### src/verilog/oramCryptPkg.sv
/*
 * Shared widths, bucket geometry, cipher constant and payload types
 * for the ORAM encryption layer
 */
package oramCryptPkg;

    // Widths
    localparam int DataWidth      = 64;
    localparam int BlockWidth     = 32;
    localparam int BlocksPerBurst = 2;
    localparam int IvWidth        = 16;

    // Geometry in bursts
    localparam int BucketBursts = 4;
    localparam int PathBursts   = 12;

    // Pad pipeline depth
    localparam int PadLatency = 3;

    localparam logic [31:0] RoundConst = 32'h9e3779b9;

    typedef logic [DataWidth-1:0]  dataT;
    typedef logic [IvWidth-1:0]    ivT;
    typedef logic [BlockWidth-1:0] blockT;

    // Burst as it waits for its pad
    typedef struct packed {
        dataT data;
        logic isHeader;
        // Set on a path read
        logic toBackend;
    } burstT;

endpackage

### src/verilog/burstFifo.sv
/*
 * Synchronous circular-buffer FIFO with a type-parameterised payload
 * and a free-slot count
 */
`timescale 1ns/10ps

module burstFifo #(
    parameter int  FifoDepth = 8,
    parameter type payloadT  = oramCryptPkg::dataT
) (
    input  logic                           Clock,
    input  logic                           arstN,
    input  logic                           push,
    input  payloadT                        pushData,
    input  logic                           pop,
    output payloadT                        popData,
    output logic                           full,
    output logic                           empty,
    output logic [$clog2(FifoDepth+1)-1:0] freeSlots
);

    localparam int PtrWidth   = (FifoDepth > 1) ? $clog2(FifoDepth) : 1;
    localparam int CountWidth = $clog2(FifoDepth + 1);

    payloadT               mem [FifoDepth];
    logic [PtrWidth-1:0]   rdPtr;
    logic [PtrWidth-1:0]   wrPtr;
    logic [CountWidth-1:0] count;
    logic                  doPush;
    logic                  doPop;

    // Wrap explicitly so any depth works
    function automatic logic [PtrWidth-1:0] nextPtr(logic [PtrWidth-1:0] ptr);
        return (ptr == PtrWidth'(FifoDepth - 1)) ? '0 : ptr + 1'b1;
    endfunction

    assign doPush = push & ~full;
    assign doPop  = pop & ~empty;

    always_ff @(posedge Clock or negedge arstN) begin
        if (!arstN) begin
            rdPtr <= '0;
            wrPtr <= '0;
            count <= '0;
        end else begin
            if (doPush) wrPtr <= nextPtr(wrPtr);
            if (doPop) rdPtr <= nextPtr(rdPtr);
            if (doPush && !doPop) count <= count + 1'b1;
            else if (doPop && !doPush) count <= count - 1'b1;
        end
    end

    always_ff @(posedge Clock) begin
        if (doPush) mem[wrPtr] <= pushData;
    end

    assign popData   = mem[rdPtr];
    assign full      = (count == CountWidth'(FifoDepth));
    assign empty     = (count == '0);
    assign freeSlots = CountWidth'(FifoDepth) - count;

endmodule

### src/verilog/bucketIngress.sv
/*
 * Ingress stage: start-up, path direction, input acceptance,
 * bucket position tracking and keystream counter issue
 */
`timescale 1ns/10ps

module bucketIngress #(
    parameter int FifoDepth = 8
) (
    input  logic                           Clock,
    input  logic                           arstN,
    input  logic                           dramInitDone,
    input  oramCryptPkg::dataT             dramReadData,
    input  logic                           dramReadValid,
    output logic                           dramReadReady,
    input  oramCryptPkg::dataT             backendWriteData,
    input  logic                           backendWriteValid,
    output logic                           backendWriteReady,
    input  logic                           dataFull,
    input  logic [$clog2(FifoDepth+1)-1:0] padFree,
    output logic                           dataPush,
    output oramCryptPkg::burstT            dataIn,
    output logic                           ctrValid,
    output oramCryptPkg::ivT               ctr
);

    localparam int BucketPosWidth = $clog2(oramCryptPkg::BucketBursts);
    localparam int PathPosWidth   = $clog2(oramCryptPkg::PathBursts);

    logic                      started;
    // High during a path read
    logic                      dirRead;
    logic [BucketPosWidth-1:0] bucketPos;
    logic [PathPosWidth-1:0]   pathPos;
    oramCryptPkg::ivT          ivReg;

    oramCryptPkg::dataT        selData;
    oramCryptPkg::ivT          curIv;
    logic                      selValid;
    logic                      selReady;
    logic                      spaceOk;
    logic                      isHeader;
    logic                      accept;

    // --------------------
    // Acceptance

    // Pad FIFO must also hold every pad still in the pipeline
    assign spaceOk  = ~dataFull & (padFree > oramCryptPkg::PadLatency);
    assign selReady = started & spaceOk;

    assign dramReadReady     = selReady & dirRead;
    assign backendWriteReady = selReady & ~dirRead;

    assign selData  = dirRead ? dramReadData : backendWriteData;
    assign selValid = dirRead ? dramReadValid : backendWriteValid;
    assign accept   = selValid & selReady;

    // --------------------
    // Tagging and counter

    assign isHeader = (bucketPos == '0);
    // Header carries a fresh IV, the rest of the bucket reuses it
    assign curIv    = isHeader ? selData[oramCryptPkg::IvWidth-1:0] : ivReg;

    assign ctr = curIv + oramCryptPkg::ivT'(bucketPos)
                 * oramCryptPkg::ivT'(oramCryptPkg::BlocksPerBurst);
    assign ctrValid = accept;

    assign dataPush          = accept;
    assign dataIn.data       = selData;
    assign dataIn.isHeader   = isHeader;
    assign dataIn.toBackend  = dirRead;

    // --------------------
    // State

    always_ff @(posedge Clock or negedge arstN) begin
        if (!arstN) begin
            started   <= 1'b0;
            dirRead   <= 1'b1;
            bucketPos <= '0;
            pathPos   <= '0;
            ivReg     <= '0;
        end else begin
            if (dramInitDone) started <= 1'b1;
            if (accept) begin
                if (isHeader) ivReg <= curIv;
                if (bucketPos == BucketPosWidth'(oramCryptPkg::BucketBursts - 1))
                    bucketPos <= '0;
                else
                    bucketPos <= bucketPos + 1'b1;
                // Last burst of a path turns the direction around
                if (pathPos == PathPosWidth'(oramCryptPkg::PathBursts - 1)) begin
                    pathPos <= '0;
                    dirRead <= ~dirRead;
                end else begin
                    pathPos <= pathPos + 1'b1;
                end
            end
        end
    end

endmodule

### src/verilog/padGenerator.sv
/*
 * Keystream pad generator: pipelined keyed mixing cipher,
 * one round per stage, one pad per burst
 */
`timescale 1ns/10ps

module padGenerator #(
    parameter oramCryptPkg::blockT Key = '1
) (
    input  logic               Clock,
    input  logic               arstN,
    input  logic               ctrValid,
    input  oramCryptPkg::ivT   ctr,
    output logic               padValid,
    output oramCryptPkg::dataT pad
);

    localparam int Stages = oramCryptPkg::PadLatency;
    localparam int Lanes  = oramCryptPkg::BlocksPerBurst;
    localparam int BW     = oramCryptPkg::BlockWidth;

    oramCryptPkg::blockT laneIn [Lanes];
    oramCryptPkg::blockT laneReg [Stages][Lanes];
    logic [Stages-1:0]   validReg;

    // Rotate left by 5, add constant, fold in key
    function automatic oramCryptPkg::blockT mixRound(oramCryptPkg::blockT x);
        oramCryptPkg::blockT rot;
        rot = {x[BW-6:0], x[BW-1:BW-5]};
        return (rot + oramCryptPkg::RoundConst) ^ Key;
    endfunction

    // Whitening of each block counter
    always_comb begin
        for (int j = 0; j < Lanes; j++) begin
            laneIn[j] = oramCryptPkg::blockT'(oramCryptPkg::ivT'(ctr + oramCryptPkg::ivT'(j)))
                        ^ Key;
        end
    end

    always_ff @(posedge Clock) begin
        for (int j = 0; j < Lanes; j++) begin
            laneReg[0][j] <= mixRound(laneIn[j]);
            for (int s = 1; s < Stages; s++) begin
                laneReg[s][j] <= mixRound(laneReg[s-1][j]);
            end
        end
    end

    always_ff @(posedge Clock or negedge arstN) begin
        if (!arstN)
            validReg <= '0;
        else
            validReg <= {validReg[Stages-2:0], ctrValid};
    end

    assign padValid = validReg[Stages-1];

    always_comb begin
        for (int j = 0; j < Lanes; j++) begin
            pad[j*BW +: BW] = laneReg[Stages-1][j];
        end
    end

endmodule

### src/verilog/bucketEgress.sv
/*
 * Egress stage: burst XOR pad, header IV restore,
 * routing to backend or DRAM and FIFO pop
 */
`timescale 1ns/10ps

module bucketEgress (
    input  oramCryptPkg::burstT burstHead,
    input  oramCryptPkg::dataT  padHead,
    input  logic                dataEmpty,
    input  logic                padEmpty,
    input  logic                backendReadReady,
    input  logic                dramWriteReady,
    output logic                popBoth,
    output oramCryptPkg::dataT  backendReadData,
    output logic                backendReadValid,
    output oramCryptPkg::dataT  dramWriteData,
    output logic                dramWriteValid
);

    localparam int DW = oramCryptPkg::DataWidth;
    localparam int IW = oramCryptPkg::IvWidth;

    oramCryptPkg::dataT mixed;
    oramCryptPkg::dataT outData;
    logic               headValid;
    logic               backendFire;
    logic               dramFire;

    // Burst and its pad leave together
    assign headValid = ~dataEmpty & ~padEmpty;

    // --------------------
    // Data path

    assign mixed = burstHead.data ^ padHead;

    // IV field of a header stays in plaintext
    assign outData = burstHead.isHeader ? {mixed[DW-1:IW], burstHead.data[IW-1:0]}
                                        : mixed;

    // --------------------
    // Routing

    assign backendReadData  = outData;
    assign dramWriteData    = outData;
    assign backendReadValid = headValid & burstHead.toBackend;
    assign dramWriteValid   = headValid & ~burstHead.toBackend;

    assign backendFire = backendReadValid & backendReadReady;
    assign dramFire    = dramWriteValid & dramWriteReady;

    assign popBoth = backendFire | dramFire;

endmodule

### src/verilog/oramCryptLayer.sv
/*
 * Top of the ORAM encryption layer: ingress, pad generator,
 * data and pad FIFOs, egress
 */
`timescale 1ns/10ps

module oramCryptLayer #(
    parameter oramCryptPkg::blockT Key       = 32'h5a3c96e1,
    parameter int                  FifoDepth = 8
) (
    input  logic               Clock,
    input  logic               arstN,
    input  logic               dramInitDone,
    input  oramCryptPkg::dataT dramReadData,
    input  logic               dramReadValid,
    output logic               dramReadReady,
    output oramCryptPkg::dataT dramWriteData,
    output logic               dramWriteValid,
    input  logic               dramWriteReady,
    output oramCryptPkg::dataT backendReadData,
    output logic               backendReadValid,
    input  logic               backendReadReady,
    input  oramCryptPkg::dataT backendWriteData,
    input  logic               backendWriteValid,
    output logic               backendWriteReady
);

    localparam int CountWidth = $clog2(FifoDepth + 1);

    logic                  dataPush;
    oramCryptPkg::burstT   dataIn;
    oramCryptPkg::burstT   dataHead;
    logic                  dataFull;
    logic                  dataEmpty;
    logic                  ctrValid;
    oramCryptPkg::ivT      ctr;
    logic                  padValid;
    oramCryptPkg::dataT    pad;
    oramCryptPkg::dataT    padHead;
    logic                  padEmpty;
    logic [CountWidth-1:0] padFree;
    logic                  popBoth;

    bucketIngress #(.FifoDepth(FifoDepth)) i_bucketIngress (
        .Clock(Clock), .arstN(arstN), .dramInitDone(dramInitDone),
        .dramReadData(dramReadData), .dramReadValid(dramReadValid),
        .dramReadReady(dramReadReady),
        .backendWriteData(backendWriteData), .backendWriteValid(backendWriteValid),
        .backendWriteReady(backendWriteReady),
        .dataFull(dataFull), .padFree(padFree),
        .dataPush(dataPush), .dataIn(dataIn), .ctrValid(ctrValid), .ctr(ctr)
    );

    padGenerator #(.Key(Key)) i_padGenerator (
        .Clock(Clock), .arstN(arstN), .ctrValid(ctrValid), .ctr(ctr),
        .padValid(padValid), .pad(pad)
    );

    // Bursts wait here while their pads are computed
    burstFifo #(.FifoDepth(FifoDepth), .payloadT(oramCryptPkg::burstT)) dataFifo (
        .Clock(Clock), .arstN(arstN), .push(dataPush), .pushData(dataIn),
        .pop(popBoth), .popData(dataHead), .full(dataFull), .empty(dataEmpty),
        .freeSlots()
    );

    burstFifo #(.FifoDepth(FifoDepth), .payloadT(oramCryptPkg::dataT)) padFifo (
        .Clock(Clock), .arstN(arstN), .push(padValid), .pushData(pad),
        .pop(popBoth), .popData(padHead), .full(), .empty(padEmpty),
        .freeSlots(padFree)
    );

    bucketEgress i_bucketEgress (
        .burstHead(dataHead), .padHead(padHead),
        .dataEmpty(dataEmpty), .padEmpty(padEmpty),
        .backendReadReady(backendReadReady), .dramWriteReady(dramWriteReady),
        .popBoth(popBoth),
        .backendReadData(backendReadData), .backendReadValid(backendReadValid),
        .dramWriteData(dramWriteData), .dramWriteValid(dramWriteValid)
    );

endmodule

### config.mk
export PLATFORM = sky130hd
export DESIGN_NAME = oramCryptLayer
export DESIGN_NICKNAME = d
export VERILOG_FILES = /design/src/verilog/oramCryptPkg.sv /design/src/verilog/burstFifo.sv /design/src/verilog/bucketIngress.sv /design/src/verilog/padGenerator.sv /design/src/verilog/bucketEgress.sv /design/src/verilog/oramCryptLayer.sv
export SDC_FILE = /design/constraint.sdc
export NUM_CORES = 1
export LEC_CHECK = 0
export BUFFER_PORTS_ARGS = -buffer_cell sky130_fd_sc_hd__buf_2
export CAP_MARGIN = 20
export CORE_UTILIZATION = 30
export CTS_BUF_LIST = sky130_fd_sc_hd__clkbuf_8 sky130_fd_sc_hd__clkbuf_16
export CTS_CLUSTER_SIZE = 20
export DETAILED_ROUTE_END_ITERATION = 8
export PLACE_DENSITY_LB_ADDON = 0.15
export SLEW_MARGIN = 40
export SYNTH_ARGS = -nofsm -noshare
export SYNTH_HDL_FRONTEND = slang
export SYNTH_SLANG_ARGS = --single-unit
### constraint.sdc
create_clock -name Clock -period 8.8 [get_ports Clock]
set_input_delay 0.44 -clock Clock [delete_from_list [all_inputs] [get_ports Clock]]
set_output_delay 0.44 -clock Clock [all_outputs]
set_load 0.05 [all_outputs]
After elaboration in Yosys (flattened, before gate mapping) --
Memories as Yosys holds them, arrays and structs flattened. Index checks and enable logic that the tools add are counted.
Operators by class: $add $sub $neg 19, order comparisons 1, eq/ne operators 8, muxes and demuxes 18, bitwise logic cells 30, reduce and logical (&&, ||, !) cells 15
Operators by type and width (number):
- $add A32 B32 Y32 const B | 4
- $not A16 Y16 | 6
- $add A31 B32 Y32 const B | 2
- $mux W64 | 1
- $xor A64 B64 Y64 | 1
- $mux W16 | 2
- $not A8 Y16 | 2
- $mux W4 | 5
- $add A16 B1 Y16 const B | 1
- $add A16 B3 Y16 | 1
- $and A1 B1 Y1 | 14
- $add A3 B1 Y3 const B | 4
- $add A4 B1 Y4 const B | 3
- $eq A3 B3 Y1 const B | 4
- $eq A4 B4 Y1 const B | 3
- $mux W3 | 4
- $logic_not A4 Y1 | 2
- $sub A4 B1 Y4 const B | 2
- $not A1 Y1 | 6
- $mux W1 | 5
- $gt A4 B2 Y1 const B | 1
- $logic_and A1 B1 Y1 | 4
- $logic_not A1 Y1 | 4
- $reduce_and A2 Y1 | 2
- 7 further kinds | 8
Word-level totals: register bits after elaboration 47, memory bits (writable) 1232, word-level logic and storage cells 106, memories 3
Memories:
- dataFifo.mem | depth 8, width 66, rd ports 1, clocked after Yosys merged registers in 0, wr ports 1, RTL line burstFifo.sv:25 | payloadT mem [FifoDepth];
- padFifo.mem | depth 8, width 64, rd ports 1, clocked after Yosys merged registers in 0, wr ports 1, RTL line burstFifo.sv:25
- i_padGenerator.laneReg | depth 3, width 64, rd ports 3, clocked after Yosys merged registers in 0, wr ports 3, RTL line padGenerator.sv:23 | oramCryptPkg::blockT laneReg [Stages][Lanes];

Longest topological paths before layout --
depth after elaboration 10, mapped depth 22, gate-level depth less buffers 17

Hierarchy --
A second synthesis with hierarchy kept.
Second synthesis, totals: cell total of the unflattened synthesis 2534, area total of the unflattened synthesis 49468.7 sq um
Modules (own cells, without submodules):
- burstFifo at dataFifo | times used 1, cells an instance 838, area each 20860.0 sq um
- burstFifo at padFifo | times used 1, cells an instance 814, area each 19919.1 sq um
- padGenerator | times used 1, cells an instance 504, area each 5073.6 sq um
- bucketIngress | times used 1, cells an instance 229, area each 2361.0 sq um
- bucketEgress | times used 1, cells an instance 149, area each 1255.0 sq um

Worst setup path after synthesis --
Ideal clock, no wire load.
path kind reg2reg, from register i_bucketIngress.dirRead, to memory dataFifo.mem[5][0] in the netlist's numbering, enable pin, data arrival time 6.954 ns, required time 8.215 ns, slack 1.261 ns, stages on the path, launching flop included 9, cells stage by stage dfstp_2 > buf_6 > buf_6 > clkbuf_1 > mux2i_1 > nor2_1 > clkbuf_1 > nand2_1 > nor3b_1
Between the ends: cells in the longest elaborated chain, start to end 5
RTL lines:
- from (decl) | RTL line bucketIngress.sv:32 | logic dirRead;
- from (signal assigned) | RTL line bucketIngress.sv:96 | dirRead <= ~dirRead;
- $mux W1 | RTL line bucketIngress.sv:56 | assign selValid = dirRead ? dramReadValid : backendWriteValid;
- $and A1 B1 Y1 | RTL line bucketIngress.sv:57 | assign accept = selValid & selReady;
- net ctrValid | RTL line oramCryptLayer.sv:35 | logic ctrValid;
- $and A1 B1 Y1 | RTL line burstFifo.sv:37 | assign doPush = push & ~full;
- $mux W1 | RTL line burstFifo.sv:54 | if (doPush) mem[wrPtr] <= pushData;
- $mux W1 (not written as such) | RTL line burstFifo.sv:54
- to (decl) | RTL line burstFifo.sv:25
The timed path passes the listed nets, and every way through them passes these cells.

==> impl_metrics.json <==
{
  "status": "complete, but fails checks",
  "violations": "DRC",
  "seq_area_um2": 28900,
  "synth_fa_ha_area_share_pct": 1.10,
  "met1_usage_pct": 19.4,
  "grt.total_usage_pct": 14.3,
  "min_path_type": "input pin to flip-flop",
  "grt_pass1_wl_um": 143000,
  "min_period_over_period_pct": 58.4,
  "clock_skew_ps": 21.1,
  "drv_slew": 0,
  "fmax_mhz": 195,
  "tns_ps": 0,
  "synth-xor-area-share_pct": 3.48,
  "post_cts_buffers": 0,
  "postRouteAntennaNets": 0,
  "crit_fanout": 36,
  "r2r_cells": 15,
  "r2r_end": "i_padGenerator.laneReg[0][19]$_DFF_P_",
  "grt_overflow": 0,
  "synth_top_area_cell": "edfxtp_1",
  "numCtsBuffers": 107,
  "port_buffers": 266,
  "grt_pass1_vias": 21373,
  "layout.cells.non_filler": 4304,
  "cp.arrival_ps": 5750,
  "rr_startpoint": "i_bucketIngress.dirRead$_DFFE_PN1P_",
  "synth_seq_cells": 1009,
  "hp-start": "dramReadData[42]",
  "worst_pin_slew_ps": 844,
  "die_height_um": 370,
  "area_growth_pct": 17.1,
  "whs_path_depth": 2,
  "busiest_layer": "met2",
  "synth_mux_area_share_pct": 16.9,
  "synth_top_family_by_area": "multiplexers",
  "max_cap_viol_count": 0,
  "synth_area_leaders": "edfxtp_1, mux4_2, dfxtp_1",
  "netlist_area_um2": 40600,
  "synthCells": 2162,
  "grt_use_met3_pct": 2.16,
  "start_util_pct": 30.3,
  "antennaDiodeCount": 0,
  "worst_path_max_delay_cell": "dfstp_4",
  "cp-end-kind": "flip-flop",
  "min_to": "dataFifo.mem[6][44]$_DFFE_PP_",
  "first_pass_iters": 9,
  "relSlewSlack_pct": 43.7,
  "crit_type": "flip-flop to flip-flop",
  "yosysTopAreaCellShare_pct": 62.7,
  "cts_buffer_depth": 3,
  "vias": 20088,
  "avgSynthCellArea_um2": 18.8,
  "avgRoutedWirePerCell_um": 22.7,
  "grt_antenna_before_repair": 2,
  "cts_max_level": 3,
  "hpwl_um": 58700,
  "crit_path_start_kind": "flip-flop",
  "numClockSinks": 1009,
  "synthArstFlopShare_pct": 4.66,
  "grt_max_degree": 51,
  "clock_latency_ps": 690,
  "drc_errors": 5,
  "die_w_um": 370,
  "seq_area_frac_synth_pct": 71.3,
  "dp.cells": 4100,
  "setup-violations-final": 0,
  "cts_root_buf": "clkbuf_16",
  "path_clk_slew_ps": 60,
  "worstPathCellList": "mux2i_1, a21oi_1, ha_1, fa_1, ha_1, inv_1, a211oi_2, xnor3_1, nor3_1, a21oi_1, o211ai_1, nand2b_1, o22a_1, or3_1, nand2_1",
  "coreArea_um2": 134000,
  "nFillCells": 12576,
  "gp_congestion": 0.771,
  "critPathRequiredTime_ps": 9410,
  "rsz0062_at_grt": "false",
  "multiInputGateArea_um2": 10800,
  "report.final.hold_viol_count": 0,
  "regToRegSetupSlack_ps": 3660,
  "yosys.area_share.simple_pct": 3.02,
  "num_rows": 134,
  "drive_above_1_share_pct": 32.3,
  "die-area_um2": 137000,
  "tritoncts": "built",
  "yosysWarningCount": 0,
  "vias_per_cell": 4.67,
  "grtUsageMet2_pct": 24.0,
  "io_pins": 267,
  "drt_iter0_markers": 1337,
  "period_minus_slack_ps": 5140,
  "yosysUniqueCellTypes": 71,
  "layout.nets": 2614,
  "synth-compound-area-share_pct": 1.82,
  "syn_nets": 2331,
  "ys.flop_type": "edfxtp_1",
  "wl_um": 97800,
  "critical-path-max-stage-delay_ps": 910,
  "synth-edff-count": 848
}
==> routing by layer <==
| metal | up-vias | routed length (um) |
|---|---|---|
| met1 | 10544 | 44600 |
| met2 | 415 | 47900 |
| met3 | 125 | 3450 |
| li1 | 9004 | - |
| met5 | - | 0 |
| met4 | 0 | 1940 |
==> cells by family (layout without fill, tap and decap cells) <==
group           count (synthesis)  in the layout
compound gates                117            117
xor+xnor                      158            158
fa+ha+maj                      34             34
buf+inv                       188            562
flops                        1009           1009
mux                           407            407
simple gates                  249            249
==> cells in the mapped netlist (all sizes together), types with 2 or more instances <==
cell    count
o31ai       2
o21ai      46
nand2      75
mux4      212
o41ai       3
xor2       91
mux2i     109
and3        3
nand3      11
xnor2      66
nand2b     12
nand3b      5
nor4       10
and4        4
a22oi       3
nor3b       3
nor3       23
a211o       2
and3b       2
a31oi       3
buf       100
dfxtp     114
nand4b      2
o22a        3
nand4       6
and2        6
a21oi      24
ha         31
edfxtp    848
o211ai      2
nor2b       6
nor2       68
inv        44
clkbuf     44
fa          3
or3         4
dfrtp      46
mux2       86
a21o       10
a211oi     10
or2         4
==> area by class of cell <==
type | count | share of cell area, %
Multi-Input combinational cell | 965 | 22.8
Timing Repair Buffer | 318 | 3.82
Sequential cell | 1009 | 60.9
Clock inverter | 79 | 1.40
Tap cell | 1768 | 4.65
Inverter | 44 | 0.347
Clock buffer | 121 | 6.11
==> how the worst max path moves through the flow <==
stage	slack (ps)	cells after the start	endpoint	startpoint
global placement	3730	15	i_padGenerator.laneReg[0][19]$_DFF_P_	i_bucketIngress.dirRead$_DFFE_PN1P_
CTS	3600	13	i_padGenerator.laneReg[0][18]$_DFF_P_	i_bucketIngress.dirRead$_DFFE_PN1P_
detailed placement	3610	13	i_padGenerator.laneReg[0][18]$_DFF_P_	i_bucketIngress.dirRead$_DFFE_PN1P_
global route	3310	15	i_padGenerator.laneReg[0][19]$_DFF_P_	i_bucketIngress.dirRead$_DFFE_PN1P_
floorplan	1260	8	dataFifo.mem[5][0]$_DFFE_PP_	i_bucketIngress.dirRead$_DFFE_PN1P_
finish	3660	15	i_padGenerator.laneReg[0][19]$_DFF_P_	i_bucketIngress.dirRead$_DFFE_PN1P_
==> repair_timing <==
action                    in CTS  in global routing
hold endpoints to repair      47                  0
resized for setup              0                  0
hold buffers                   2                  0
==> state kept, by name, summed over array words and instances (netlist names) <==
signal                     cells
i_bucketIngress.bucketPos      2
dataFifo.rdPtr                 3
dataFifo.wrPtr                 3
dataFifo.count                 4
i_bucketIngress.started        1
padFifo.count                  4
i_padGenerator.validReg        3
padFifo.mem                  320
i_padGenerator.laneReg       114
i_bucketIngress.pathPos        4
i_bucketIngress.ivReg         16
padFifo.rdPtr                  3
padFifo.wrPtr                  3
dataFifo.mem                 528
i_bucketIngress.dirRead        1
==> metrics by stage <==
stage,area [um^2],hold WS (ps),util (%),worst slack (ps)
5_1_grt,47500,144,35.5,3310
2_1_floorplan,40600,144,-,1260
4_1_cts,47500,112,35.5,3600
3_3_place_gp,43800,338,32.7,3730
3_5_place_dp,43900,340,32.8,3610
6_report,47500,176,35.5,3660
==> critical path: cells and delay by family, from the launching register on <==
kind / cells / cell delay, ps
compound gates: 5 / 1250
xor+xnor: 1 / 380
fa+ha+maj: 3 / 1160
buf+inv: 1 / 70
flops: 1 / 910
mux: 1 / 500
simple gates: 4 / 820
==> placed cells by master, fill, tap and decap left out, drive strengths merged, types with 4 or more instances in the layout <==
cell,synthesis,final
nand3,11,11
inv,44,74
nand3b,5,5
nand2,75,75
nor4,10,10
mux4,212,212
bufinv,0,11
and4,4,4
a211oi,10,10
nor2b,6,6
o21ai,46,46
clkinv,0,36
ha,31,31
edfxtp,848,848
mux2,86,86
mux2i,109,109
or2,4,4
buf,100,316
or3,4,4
nor3,23,23
nand4,6,6
xor2,91,91
dfxtp,114,114
a21o,10,10
a21oi,24,24
nor2,68,68
xnor2,66,66
clkbuf,44,121
nand2b,12,12
dfrtp,46,46
and2,6,6
Power is not shown: default switching activity piles up to over one toggle a cycle in this logic, so the estimate is an artifact.
